<file path="config.mk">
export PLATFORM = sky130hd
export DESIGN_NAME = matrix_io_top
export DESIGN_NICKNAME = d
export VERILOG_FILES = /design/src/rtl/matrix_io_pkg.sv /design/src/rtl/ascii_num_parser.sv /design/src/rtl/matrix_store.sv /design/src/rtl/matrix_printer.sv /design/src/rtl/matrix_io_top.sv
export SDC_FILE = /design/constraint.sdc
export NUM_CORES = 1
export LEC_CHECK = 0
export ABC_AREA = 1
export BUFFER_PORTS_ARGS = -buffer_cell sky130_fd_sc_hd__buf_4
export CORE_UTILIZATION = 35
export DETAILED_ROUTE_END_ITERATION = 7
export GPL_TIMING_DRIVEN = 0
export PLACE_DENSITY = 0.5
export SETUP_SLACK_MARGIN = 0.05
export SKIP_CTS_REPAIR_TIMING = 1
export SYNTH_ARGS = -nofsm -noshare
export SYNTH_HDL_FRONTEND = slang
export SYNTH_SLANG_ARGS = --single-unit
</file>
<file path="constraint.sdc">
create_clock -name clk -period 7.1 [get_ports clk]
set_input_delay 0.71 -clock clk [delete_from_list [all_inputs] [get_ports clk]]
set_output_delay 0.71 -clock clk [all_outputs]
set_load 0.01 [all_outputs]
</file>
<file path="src/rtl/matrix_io_pkg.sv">
package matrix_io_pkg;

    // ========================================================================
    // data widths
    // ========================================================================
    typedef logic [7:0] elem_t;      // one element or one parsed number
    typedef logic [2:0] dim_t;       // row / column count, 1..5
    typedef logic [1:0] slot_t;      // slot index
    typedef logic [4:0] elem_idx_t;  // row-major element index, 0..24

    // ========================================================================
    // state machines
    // ========================================================================
    typedef enum logic [1:0] {
        rx_get_rows,
        rx_get_cols,
        rx_get_data,
        rx_config
    } rx_state_t;

    typedef enum logic [3:0] {
        tx_idle,
        tx_load,
        tx_hundreds, tx_wait_hundreds,
        tx_tens,     tx_wait_tens,
        tx_units,    tx_wait_units,
        tx_space,    tx_wait_space,
        tx_cr,       tx_wait_cr,
        tx_lf,       tx_wait_lf
    } tx_state_t;

    // character codes
    localparam elem_t ascii_zero  = 8'h30;
    localparam elem_t ascii_space = 8'h20;
    localparam elem_t ascii_cr    = 8'h0d;
    localparam elem_t ascii_lf    = 8'h0a;

endpackage

</file>
<file path="src/rtl/ascii_num_parser.sv">
`timescale 1ns/10ps

module ascii_num_parser (
    input  logic                 clk,
    input  logic                 rst_n,
    input  matrix_io_pkg::elem_t rx_data,
    input  logic                 rx_done,
    output matrix_io_pkg::elem_t num_value,
    output logic                 num_valid
);

    matrix_io_pkg::elem_t digit_off;
    logic                 is_digit;
    logic                 is_delim;
    logic                 in_number;   // at least one digit since last delimiter

    // chars below '0' wrap to large values, so one compare covers the range
    assign digit_off = rx_data - matrix_io_pkg::ascii_zero;
    assign is_digit  = (digit_off < 8'd10);
    assign is_delim  = (rx_data == matrix_io_pkg::ascii_space) ||
                       (rx_data == matrix_io_pkg::ascii_cr)    ||
                       (rx_data == matrix_io_pkg::ascii_lf);

    always_ff @(posedge clk or negedge rst_n) begin
        if (!rst_n) begin
            num_value <= '0;
            num_valid <= 1'b0;
            in_number <= 1'b0;
        end else begin
            num_valid <= 1'b0;   // strobe
            if (rx_done) begin
                if (is_digit) begin
                    in_number <= 1'b1;
                    if (in_number)
                        num_value <= num_value * 8'd10 + digit_off;  // mod 256
                    else
                        num_value <= digit_off;                      // first digit
                end else if (is_delim && in_number) begin
                    num_valid <= 1'b1;
                    in_number <= 1'b0;
                end
            end
        end
    end

endmodule

</file>
<file path="src/rtl/matrix_store.sv">
`timescale 1ns/10ps

module matrix_store #(
    parameter int max_slots = 4,
    parameter int max_dim   = 5
) (
    input  logic                     clk,
    input  logic                     rst_n,
    input  matrix_io_pkg::elem_t     num_value,
    input  logic                     num_valid,
    input  logic                     config_en,
    input  matrix_io_pkg::slot_t     rd_slot,
    input  matrix_io_pkg::elem_idx_t rd_idx,
    output matrix_io_pkg::elem_t     rd_elem,
    output matrix_io_pkg::dim_t      rd_rows,
    output matrix_io_pkg::dim_t      rd_cols,
    output logic [3:0]               slot_valid
);

    localparam int depth       = max_dim * max_dim;
    localparam int default_cnt = (max_slots < 2) ? max_slots : 2;

    // ========================================================================
    // slot memory
    // ========================================================================
    matrix_io_pkg::elem_t slot_mem  [max_slots][depth];
    matrix_io_pkg::dim_t  slot_rows [max_slots];
    matrix_io_pkg::dim_t  slot_cols [max_slots];

    matrix_io_pkg::rx_state_t rx_state;
    matrix_io_pkg::slot_t     wr_ptr;
    logic [2:0]               slot_cnt;    // slots in use, 1..max_slots
    matrix_io_pkg::dim_t      cur_rows;
    matrix_io_pkg::dim_t      cur_cols;
    matrix_io_pkg::elem_idx_t data_cnt;
    matrix_io_pkg::elem_idx_t last_idx;
    logic                     dim_ok;
    logic                     wr_en;
    logic                     last_elem;

    assign dim_ok    = (num_value >= 8'd1) && (num_value <= 8'(max_dim));
    assign last_idx  = matrix_io_pkg::elem_idx_t'(cur_rows) *
                       matrix_io_pkg::elem_idx_t'(cur_cols) - 5'd1;
    // config_en high in get_data means abort, so nothing is written
    assign wr_en     = num_valid && !config_en && (rx_state == matrix_io_pkg::rx_get_data);
    assign last_elem = wr_en && (data_cnt == last_idx);

    always_ff @(posedge clk) begin
        if (wr_en)
            slot_mem[wr_ptr][data_cnt] <= num_value;
        if (last_elem) begin
            slot_rows[wr_ptr] <= cur_rows;   // dims only committed on a full matrix
            slot_cols[wr_ptr] <= cur_cols;
        end
    end

    // combinational read port for the printer
    assign rd_elem = slot_mem[rd_slot][rd_idx];
    assign rd_rows = slot_rows[rd_slot];
    assign rd_cols = slot_cols[rd_slot];

    // ========================================================================
    // receive FSM
    // ========================================================================
    always_ff @(posedge clk or negedge rst_n) begin
        if (!rst_n) begin
            rx_state   <= matrix_io_pkg::rx_get_rows;
            wr_ptr     <= '0;
            slot_cnt   <= 3'(default_cnt);
            slot_valid <= '0;
            cur_rows   <= '0;
            cur_cols   <= '0;
            data_cnt   <= '0;
        end else if (config_en && rx_state != matrix_io_pkg::rx_config) begin
            rx_state <= matrix_io_pkg::rx_config;   // drops a partial matrix
        end else if (!config_en && rx_state == matrix_io_pkg::rx_config) begin
            rx_state <= matrix_io_pkg::rx_get_rows;
        end else if (num_valid) begin
            case (rx_state)
                matrix_io_pkg::rx_get_rows: begin
                    cur_rows <= matrix_io_pkg::dim_t'(num_value);
                    if (dim_ok)
                        rx_state <= matrix_io_pkg::rx_get_cols;
                end
                matrix_io_pkg::rx_get_cols: begin
                    cur_cols <= matrix_io_pkg::dim_t'(num_value);
                    data_cnt <= '0;
                    rx_state <= dim_ok ? matrix_io_pkg::rx_get_data
                                       : matrix_io_pkg::rx_get_rows;
                end
                matrix_io_pkg::rx_get_data: begin
                    if (last_elem) begin
                        slot_valid[wr_ptr] <= 1'b1;
                        if ({1'b0, wr_ptr} >= slot_cnt - 3'd1)
                            wr_ptr <= '0;           // wrap round-robin
                        else
                            wr_ptr <= wr_ptr + 2'd1;
                        rx_state <= matrix_io_pkg::rx_get_rows;
                    end else begin
                        data_cnt <= data_cnt + 5'd1;
                    end
                end
                matrix_io_pkg::rx_config: begin
                    if (num_value == 8'd0)
                        slot_cnt <= 3'd1;
                    else if (num_value > 8'(max_slots))
                        slot_cnt <= 3'(max_slots);
                    else
                        slot_cnt <= num_value[2:0];
                    wr_ptr     <= '0;
                    slot_valid <= '0;   // new count invalidates everything
                end
                default: rx_state <= matrix_io_pkg::rx_get_rows;
            endcase
        end
    end

endmodule

</file>
<file path="src/rtl/matrix_printer.sv">
`timescale 1ns/10ps

module matrix_printer #(
    parameter int max_slots = 4
) (
    input  logic                     clk,
    input  logic                     rst_n,
    input  logic                     print_trigger,
    input  logic [3:0]               sw_select,
    input  logic [3:0]               slot_valid,
    input  matrix_io_pkg::elem_t     rd_elem,
    input  matrix_io_pkg::dim_t      rd_rows,
    input  matrix_io_pkg::dim_t      rd_cols,
    output matrix_io_pkg::slot_t     rd_slot,
    output matrix_io_pkg::elem_idx_t rd_idx,
    output matrix_io_pkg::elem_t     tx_data,
    output logic                     tx_start,
    input  logic                     tx_busy
);

    // ========================================================================
    // button sync and edge detect
    // ========================================================================
    logic trig_meta, trig_sync, trig_prev;
    logic trig_edge;

    always_ff @(posedge clk or negedge rst_n) begin
        if (!rst_n) begin
            trig_meta <= 1'b0;
            trig_sync <= 1'b0;
            trig_prev <= 1'b0;
        end else begin
            trig_meta <= print_trigger;
            trig_sync <= trig_meta;
            trig_prev <= trig_sync;
        end
    end

    assign trig_edge = trig_sync & ~trig_prev;

    // lowest selected and valid slot wins
    matrix_io_pkg::slot_t sel_slot;
    logic                 sel_found;

    always_comb begin
        sel_slot  = '0;
        sel_found = 1'b0;
        for (int i = 3; i >= 0; i--) begin
            if (i < max_slots && sw_select[i] && slot_valid[i]) begin
                sel_slot  = matrix_io_pkg::slot_t'(i);
                sel_found = 1'b1;
            end
        end
    end

    // digit split of the element being read
    matrix_io_pkg::elem_t hund_c, tens_c, unit_c;

    assign hund_c = rd_elem / 8'd100;
    assign tens_c = (rd_elem % 8'd100) / 8'd10;
    assign unit_c = rd_elem % 8'd10;

    // ========================================================================
    // transmit FSM
    // ========================================================================
    matrix_io_pkg::tx_state_t tx_state;
    matrix_io_pkg::dim_t      out_rows, out_cols;
    matrix_io_pkg::dim_t      row_cnt, col_cnt;
    logic [3:0]               digit_h, digit_t, digit_u;
    logic                     skip_h, skip_t;
    logic                     char_done;

    // tx_busy only rises the edge after tx_start, so hold one extra cycle
    assign char_done = !tx_busy && !tx_start;

    always_ff @(posedge clk or negedge rst_n) begin
        if (!rst_n) begin
            tx_state <= matrix_io_pkg::tx_idle;
            tx_start <= 1'b0;
            tx_data  <= '0;
            rd_slot  <= '0;
            rd_idx   <= '0;
            row_cnt  <= '0;
            col_cnt  <= '0;
            out_rows <= '0;
            out_cols <= '0;
            digit_h  <= '0;
            digit_t  <= '0;
            digit_u  <= '0;
            skip_h   <= 1'b0;
            skip_t   <= 1'b0;
        end else begin
            tx_start <= 1'b0;
            case (tx_state)
                matrix_io_pkg::tx_idle: if (trig_edge && sel_found) begin
                    rd_slot  <= sel_slot;
                    rd_idx   <= '0;
                    row_cnt  <= '0;
                    col_cnt  <= '0;
                    tx_state <= matrix_io_pkg::tx_load;
                end
                matrix_io_pkg::tx_load: begin
                    if (rd_idx == '0) begin
                        out_rows <= rd_rows;   // latched once per print
                        out_cols <= rd_cols;
                    end
                    digit_h  <= hund_c[3:0];
                    digit_t  <= tens_c[3:0];
                    digit_u  <= unit_c[3:0];
                    skip_h   <= (rd_elem < 8'd100);
                    skip_t   <= (rd_elem < 8'd10);
                    tx_state <= matrix_io_pkg::tx_hundreds;
                end
                matrix_io_pkg::tx_hundreds: begin
                    if (skip_h) begin
                        tx_state <= matrix_io_pkg::tx_tens;
                    end else begin
                        tx_data  <= matrix_io_pkg::ascii_zero + {4'd0, digit_h};
                        tx_start <= 1'b1;
                        tx_state <= matrix_io_pkg::tx_wait_hundreds;
                    end
                end
                matrix_io_pkg::tx_wait_hundreds:
                    if (char_done) tx_state <= matrix_io_pkg::tx_tens;
                matrix_io_pkg::tx_tens: begin
                    if (skip_t) begin
                        tx_state <= matrix_io_pkg::tx_units;
                    end else begin
                        tx_data  <= matrix_io_pkg::ascii_zero + {4'd0, digit_t};
                        tx_start <= 1'b1;
                        tx_state <= matrix_io_pkg::tx_wait_tens;
                    end
                end
                matrix_io_pkg::tx_wait_tens:
                    if (char_done) tx_state <= matrix_io_pkg::tx_units;
                matrix_io_pkg::tx_units: begin   // always sent
                    tx_data  <= matrix_io_pkg::ascii_zero + {4'd0, digit_u};
                    tx_start <= 1'b1;
                    tx_state <= matrix_io_pkg::tx_wait_units;
                end
                matrix_io_pkg::tx_wait_units:
                    if (char_done) tx_state <= matrix_io_pkg::tx_space;
                matrix_io_pkg::tx_space: begin
                    tx_data  <= matrix_io_pkg::ascii_space;
                    tx_start <= 1'b1;
                    tx_state <= matrix_io_pkg::tx_wait_space;
                end
                matrix_io_pkg::tx_wait_space: if (char_done) begin
                    if (col_cnt == out_cols - 3'd1) begin
                        tx_state <= matrix_io_pkg::tx_cr;   // end of row
                    end else begin
                        col_cnt  <= col_cnt + 3'd1;
                        rd_idx   <= rd_idx + 5'd1;
                        tx_state <= matrix_io_pkg::tx_load;
                    end
                end
                matrix_io_pkg::tx_cr: begin
                    tx_data  <= matrix_io_pkg::ascii_cr;
                    tx_start <= 1'b1;
                    tx_state <= matrix_io_pkg::tx_wait_cr;
                end
                matrix_io_pkg::tx_wait_cr:
                    if (char_done) tx_state <= matrix_io_pkg::tx_lf;
                matrix_io_pkg::tx_lf: begin
                    tx_data  <= matrix_io_pkg::ascii_lf;
                    tx_start <= 1'b1;
                    tx_state <= matrix_io_pkg::tx_wait_lf;
                end
                matrix_io_pkg::tx_wait_lf: if (char_done) begin
                    if (row_cnt == out_rows - 3'd1) begin
                        tx_state <= matrix_io_pkg::tx_idle;   // whole matrix sent
                    end else begin
                        row_cnt  <= row_cnt + 3'd1;
                        col_cnt  <= '0;
                        rd_idx   <= rd_idx + 5'd1;
                        tx_state <= matrix_io_pkg::tx_load;
                    end
                end
                default: tx_state <= matrix_io_pkg::tx_idle;
            endcase
        end
    end

endmodule

</file>
<file path="src/rtl/matrix_io_top.sv">
`timescale 1ns/10ps

module matrix_io_top #(
    parameter int max_slots = 4,
    parameter int max_dim   = 5
) (
    input  logic                 clk,
    input  logic                 rst_n,
    input  matrix_io_pkg::elem_t rx_data,
    input  logic                 rx_done,
    input  logic                 config_en,
    input  logic                 print_trigger,
    input  logic [3:0]           sw_select,
    input  logic                 tx_busy,
    output matrix_io_pkg::elem_t tx_data,
    output logic                 tx_start,
    output logic [3:0]           slot_valid
);

    // parser to store
    matrix_io_pkg::elem_t     num_value;
    logic                     num_valid;

    // printer read port into the store
    matrix_io_pkg::slot_t     rd_slot;
    matrix_io_pkg::elem_idx_t rd_idx;
    matrix_io_pkg::elem_t     rd_elem;
    matrix_io_pkg::dim_t      rd_rows, rd_cols;

    ascii_num_parser u_parser (
        .clk       (clk),
        .rst_n     (rst_n),
        .rx_data   (rx_data),
        .rx_done   (rx_done),
        .num_value (num_value),
        .num_valid (num_valid)
    );

    matrix_store #(
        .max_slots (max_slots),
        .max_dim   (max_dim)
    ) u_store (
        .clk        (clk),
        .rst_n      (rst_n),
        .num_value  (num_value),
        .num_valid  (num_valid),
        .config_en  (config_en),
        .rd_slot    (rd_slot),
        .rd_idx     (rd_idx),
        .rd_elem    (rd_elem),
        .rd_rows    (rd_rows),
        .rd_cols    (rd_cols),
        .slot_valid (slot_valid)
    );

    matrix_printer #(
        .max_slots (max_slots)
    ) u_printer (
        .clk           (clk),
        .rst_n         (rst_n),
        .print_trigger (print_trigger),
        .sw_select     (sw_select),
        .slot_valid    (slot_valid),
        .rd_elem       (rd_elem),
        .rd_rows       (rd_rows),
        .rd_cols       (rd_cols),
        .rd_slot       (rd_slot),
        .rd_idx        (rd_idx),
        .tx_data       (tx_data),
        .tx_start      (tx_start),
        .tx_busy       (tx_busy)
    );

endmodule

</file>
# Yosys cells after proc, flatten, opt, wreduce, memory -nomap -nowiden
# Memory sizes are Yosys's and may differ from the RTL's. A register that Yosys moved wholly into a read port is not among the register bits.
# Index checks and enable logic that the tools add are counted.
# W data, S select, Z words.
# classes
eq_ne	38
order_cmp	12
muxes	74
div	4
n_mul	2
reduce_logical	49
bitwise_logic	7
addsub	14
n_shift	0
# op_table
operator	n
$mux W200	1
$pmux W4 S14	1
$mux W8	6
$pmux W8 S6	1
$bmux W8 S5	1
$demux W8 S5	1
$mux W4	9
$mux W3	10
$mux W5	6
$mux W2	13
$eq A4 B4 Y1 const B	6
$add A6 B4 Y7 const A	3
$reduce_and A4 Y1	5
$eq A4 B3 Y1 const B	4
$eq A8 B4 Y1 const B	2
$lt A8 B4 Y1 const B	2
$mux W1	16
$ne A2 B1 Y1 const B	8
$logic_and A1 B1 Y1	15
$pmux W5 S3	1
$ge A6 B6 Y1 const B	2
$ne A2 B2 Y1 const B	6
$not A5 Y6	2
$add A5 B1 Y5 const B	2
other kinds (56)	77
# word_totals
memories	3
ff_bits	75
ram_bits	824
out_inout_bits	13
mem_bits_ro	0
latch_bits	0
# memory_table
memory	words	width	rd	rd_ports_with_merged_regs	write_ports	line_no	rtl
u_store.slot_mem	4	200	1	0	1	matrix_store.sv:26	matrix_io_pkg::elem_t slot_mem [max_slots][depth];
u_store.slot_cols	4	3	1	1	1	matrix_store.sv:28	matrix_io_pkg::dim_t slot_cols [max_slots];
u_store.slot_rows	4	3	1	1	1	matrix_store.sv:27	matrix_io_pkg::dim_t slot_rows [max_slots];

# Longest topological paths before layout
# logic_depth
word_depth	9
mapped_depth	37
mapped_depth_nobuf	35

# Modules after synthesis
# A second synthesis with hierarchy kept.
# hier_totals
cells_unflattened	4086
hier_area_um2	40976.8
# by_module_without_submodules
mod	cells_per_inst	n_inst	area_each_um2
matrix_store	3431	1	36443.7
matrix_printer	488	1	3414.5
ascii_num_parser	167	1	1118.6

# Least setup slack after synthesis
# Ideal clock, no wire load.
# synth_timing
kind	register -> register
from	register u_parser.num_value[1]
to	register u_parser.num_value[7]
path_buffers	0
synth_period_minus_slack_ns	3.663
slack_ns	3.437
setup_ns	0.083
t_arrival_ns	3.581
path_stages_with_launch	11
path_cell_list	dfrtp_1 -> ha_1 -> ha_1 -> fa_1 -> ha_1 -> inv_1 -> or2_2 -> nand2_1 -> a21oi_1 -> xor2_1 -> o21ai_0
# synth_via
elab_chain_len	3
# synth_lines
element	line_no	rtl
start: declaration	ascii_num_parser.sv:8	output matrix_io_pkg::elem_t num_value,
start signal: assignment	ascii_num_parser.sv:35	num_value <= num_value * 8'd10 + digit_off;
start signal: assignment	ascii_num_parser.sv:37	num_value <= digit_off;
$mul A8 B3 Y7	ascii_num_parser.sv:35	
$add A8 B8 Y8	ascii_num_parser.sv:35	
$mux W8	ascii_num_parser.sv:34	if (in_number)
# Every way passes these cells.
# A chain may end at the register's enable or synchronous reset.

# Final worst setup path
# layout_timing
from	register u_printer.rd_idx[0]
to	register u_printer.digit_u[3]
# layout_via
elab_chain_len	5
# layout_lines
element	line_no	rtl
start: declaration	matrix_printer.sv:15	output matrix_io_pkg::elem_idx_t rd_idx,
start signal: assignment	matrix_printer.sv:153	rd_idx <= rd_idx + 5'd1;
start signal: assignment	matrix_printer.sv:175	rd_idx <= rd_idx + 5'd1;
$not A5 Y6 (not written as such)	matrix_store.sv:58	assign rd_elem = slot_mem[rd_slot][rd_idx];
$bmux W8 S5	matrix_store.sv:58	
$mux W8 (not written as such) (2 in series)	matrix_store.sv:58	
$mod A8 B4 Y8	matrix_printer.sv:61	assign unit_c = rd_elem % 8'd10;
end signal: assignment	matrix_printer.sv:109	digit_u <= unit_c[3:0];
end: declaration	matrix_printer.sv:69	logic [3:0] digit_h, digit_t, digit_u;
# Every way passes these cells. The select of a mux whose other input is x is not followed.

==> summary.md <==
The count of buffer and inverter cells on the critical path was 6; the fraction of synthesized cell area in xor and xnor cells was 0.00634. For the latest clock arrival within the worst-skew pair, the log shows 700 ps. The flow ran to the end, but the final reports show violations. The clock input transition at the sequential cells of the worst setup and hold paths came out at 60 ps.

The final-report setup violation count was 0. Synthesis inferred 901 register bits. Internal power comes to 10.6 mW.

For the fraction of the yosys area taken by sequential cells, the log shows 0.689. The area of the mapped netlist came out at 0.0387 mm². For this run, the post-layout net count is 3662. The analysis attributes to net switching a power of 5.90 mW. The tools report the layout filler cell count as 10500. Across the whole layout, storage elements account for 0.0267 mm². The worst hold path terminates at u_printer.trig_meta. The fraction of the mapped netlist area in adder cells is 0.0176, and the number of global-route vias before repair is 25700. Relative slew slack: -0.0507. The signal on the critical path passes through nand2_1 > inv_1 > buf_2 > buf_2 > buf_1 > clkbuf_1 > a221oi_1 > nor2_1 > nor2_1 > a32o_1 > ha_1 > inv_1 > nand3_1 > nand2_1 > nand2_1 > nand2_1 > nand2_1 > nand2_1. TritonCTS built the clock tree.

0 antenna diodes ended up in the layout. The largest single stage delay on the critical path is 1220 ps. The worst hold path begins at print_trigger.

Clock skew on the completed layout was measured at 73.4 ps. For this design, the sink count on the clock tree is 901. For this run, the top clock speed supported by timing is 0.164 GHz.

The actual slew at the worst max-slew pin works out to 1580 ps. The simple logic cell fraction of the synthesized area works out to 0.147. The worst register-to-register path begins at u_printer.rd_idx[0]. In this design, the largest share of critical-path delay is due to buffers and inverters. The largest area contributor in the netlist is sky130_fd_sc_hd__edfxtp_1.

The overall global routing resource usage is 0.265, and the die span in y is 334 µm. The most prevalent standard cell on the critical path is sky130_fd_sc_hd__nand2_1. The floorplan die area is 0.112 mm². The power per cell area was 375 mW/mm²; the final hold slack was 137 ps. The proportion of synthesized flip-flops having asynchronous set or reset is 0.0855, and the horizontal die dimension is 334 µm. The area of the placeable core was 0.109 mm²; the required time of the critical path was 7670 ps.

After synthesis, the mean cell area works out to 11.2 µm². The run gives 0 as the total overflow reported by the global router. The area growth from synthesis to layout is 13.9%, and the number of buffers added by the clock tree synthesis step is 95. The multi-input combinational cells in the finished layout cover a total of 0.0104 mm². Input and output buffers added on the ports amount to 28. After technology mapping, the gate count stands at 3457. The area share of the largest cell type after synthesis was 0.640.

Yosys mapped a number of flops with a built-in enable equal to 824. The first global-routing pass estimated 204000 µm of wire. For the final count of hold timing violations, the log shows 0. VDD sags by at most 0.000219 V.

Number of top-level design ports: 31. The worst setup path is captured at a flip-flop. Combinational cell fraction of total power: 0.279. The primary flip-flop cell chosen by synthesis mapping was sky130_fd_sc_hd__edfxtp_1.

Average routed wire per standard cell: 29.2 µm. The run gives 0.974 as the weighted congestion at the end of routability-driven global placement. The count of warnings emitted by yosys came out at 0. The initialized floorplan defines 121 standard-cell rows. The area fraction in compound gates after synthesis works out to 0.0967. The critical path startpoint category is a flip-flop. For the standby leakage power, the log shows 15.8 nW. Entering global routing, the biggest net connects 81 pins.

After detailed routing, the number of remaining DRC violations is 0. The share of the clock period used by the worst path after layout was 0.859. Number of buffers on the longest clock path: 3. For the share of power burned in the clock network, the log shows 0.303. The routed design has 150000 µm of wire. Once detail routing completed, the nets flagged for antenna violations numbered 0. On the critical path, the stage with the largest delay is an instance of sky130_fd_sc_hd__clkbuf_1. The critical-path maximum fanout was 10. At the worst endpoint, the arrival time is 6670 ps. The sequential fraction of design power is 0.418, and the average vias per placed instance is 5.52.

The checks that failed: capacitance limit, slew limit. The H-tree level count is 3. The main combinational cell family by area after synthesis is simple AND/OR/NAND/NOR gates.

For the HPWL after detailed placement, the log shows 98300 µm. The share of synthesized area spent on multiplexers is 0.000582, and the number of pins exceeding their max-slew limit in the final report is 43. The routed layout has 28400 vias. The fraction of final layout cells with drive strength greater than 1 works out to 0.0864.

The number of detailed-route iterations in the first pass was 6. After the first detailed-routing iteration, the DRC count stood at 4144. The initial cell density of the core was 0.354. Yosys mapped the design onto 53 distinct sky130hd cell types. Setup repair after global routing left no endpoint under its margin. The switching power as a share of total power came out at 0.357.

The final critical delay including setup and external delays works out to 6100 ps. The worst register-to-register path ends at u_printer.digit_u[3]. Clock tree root driver cell: sky130_fd_sc_hd__clkbuf_16. The tools report the setup TNS after final layout as 0 ps.

Across the run, the number of max-cap violations was 5. Measured in cells, the most critical reg-to-reg path has a length of 18. In this run the register-to-register setup slack is 1000 ps. The type of the tightest min-delay check was input pin to flip-flop. Number of antenna violations at the first check in global routing: 6. Sorting the synthesized cells by area gives the leading types as sky130_fd_sc_hd__edfxtp_1 64%, sky130_fd_sc_hd__nor2_1 6.4%, sky130_fd_sc_hd__nand2_1 6.0%, sky130_fd_sc_hd__dfrtp_1 4.9%, sky130_fd_sc_hd__o21ai_0 4.7%.

The number of cells traversed by the worst hold path came out at 1. The critical path class was flip-flop to flip-flop.
-- metal layers --
| metal | vias to the layer above | GRT usage | share of wire | routed length [µm] |
|---|---|---|---|---|
| met5 | - | 0 | 0.00049 | 74 |
| met4 | 4 | 0.139 | 0.058 | 8650 |
| met3 | 329 | 0.0623 | 0.11 | 16600 |
| met2 | 1636 | 0.394 | 0.43 | 64600 |
| met1 | 14100 | 0.359 | 0.40 | 60200 |
| li1 | 12300 | - | - | - |
-- placed cells by master, fill, tap and decap left out, drive strengths merged, types with 6 or more instances in the layout --
cell    count
a221oi     12
ha         48
inv       190
o21ai     456
dfrtp      76
buf       139
xor2       16
o22ai     131
nand4      26
edfxtp    824
nand3      91
a21oi      32
nand2     629
o211ai      6
clkbuf    190
clkinv     47
a22o       11
nor3       16
nor2      662
bufinv      8
xnor2      12
a31oi       6
-- area by class of cell --
cell class                 instances  share of cell area
timing repair buffer              37              0.0101
inverter                         193              0.0164
multi-input combinational       2188               0.235
sequential                       901               0.606
clock buffer                     116              0.0574
buffer                           176              0.0210
clock inverter                    56              0.0117
tap                             1476              0.0419
-- kinds of logic after synthesis --
group	count (synthesis)
other cells	1
fa+ha+maj	52
simple gates	1429
flops	901
xor+xnor	28
mux	2
compound gates	675
buf+inv	369
-- registers in the layout, indices dropped and copies added (netlist names), 4 cells and up --
name and count:
u_parser.num_value 8, u_printer.digit_t 4, u_printer.digit_u 4, u_printer.rd_idx 5
u_printer.tx_data 6, u_printer.tx_state 4, u_store.data_cnt 5, u_store.slot_cols 12
u_store.slot_mem 800, u_store.slot_rows 12, u_store.slot_valid 4
-- synth_stat cells (4+ instances only) --
master and number:
sky130_fd_sc_hd__a21oi_1 31, sky130_fd_sc_hd__ha_1 48, sky130_fd_sc_hd__xnor2_1 12, sky130_fd_sc_hd__xor2_1 16, sky130_fd_sc_hd__a31oi_1 6, sky130_fd_sc_hd__clkinv_1 6, sky130_fd_sc_hd__buf_4 18, sky130_fd_sc_hd__inv_2 7
sky130_fd_sc_hd__o21ai_0 364, sky130_fd_sc_hd__nor3_1 16, sky130_fd_sc_hd__a221oi_1 12, sky130_fd_sc_hd__o22ai_1 131, sky130_fd_sc_hd__fa_1 4, sky130_fd_sc_hd__a211oi_1 5, sky130_fd_sc_hd__nand3_2 5, sky130_fd_sc_hd__buf_1 4
sky130_fd_sc_hd__nand2_2 10, sky130_fd_sc_hd__inv_1 180, sky130_fd_sc_hd__clkbuf_1 73, sky130_fd_sc_hd__nor2_1 656, sky130_fd_sc_hd__dfrtp_1 76, sky130_fd_sc_hd__o211ai_1 6, sky130_fd_sc_hd__edfxtp_1 824, sky130_fd_sc_hd__nand3_1 85
sky130_fd_sc_hd__buf_2 65, sky130_fd_sc_hd__o21ai_1 90, sky130_fd_sc_hd__a22o_1 11, sky130_fd_sc_hd__nand2_1 619, sky130_fd_sc_hd__buf_6 15, sky130_fd_sc_hd__nand4_1 26
-- through the flow --
| stage | cells | total power [mW] | instance area, µm² | util | setup slack (ps) |
|---|---|---|---|---|---|
| 2_1_floorplan | 3458 | 9.74 | 38700 | - | 3440 |
| 3_3_place_gp | 4962 | 11.5 | 40700 | 0.373 | 986 |
| 3_5_place_dp | 4971 | 11.5 | 41000 | 0.376 | 1240 |
| 4_1_cts | 5143 | 16.5 | 44100 | 0.404 | 1220 |
| 5_1_grt | 5143 | 17.2 | 44100 | 0.404 | 1010 |
| 6_report | 5143 | 16.5 | 44100 | 0.404 | 1000 |
-- power groups by stage --
stage,Clock (mW),Sequential [mW],Combinational [mW]
2_1_floorplan,0,7.05,2.69
3_3_place_gp,0,7.51,3.99
3_5_place_dp,0,7.03,4.51
4_1_cts,5.02,6.91,4.52
5_1_grt,5.21,6.95,5.04
6_report,5.00,6.91,4.61
-- worst max path at each step --
stage                          start               endpoint  cells after the start
2_1_floorplan  u_parser.num_value[1]  u_parser.num_value[7]                     10
3_3_place_gp     u_printer.rd_idx[0]   u_printer.digit_u[3]                     18
3_5_place_dp     u_printer.rd_idx[0]   u_printer.digit_u[3]                     18
4_1_cts          u_printer.rd_idx[0]   u_printer.digit_u[3]                     18
5_1_grt         u_printer.rd_slot[1]   u_printer.digit_u[3]                     31
6_report         u_printer.rd_idx[0]   u_printer.digit_u[3]                     18
Power figures use the tool's default switching activity.
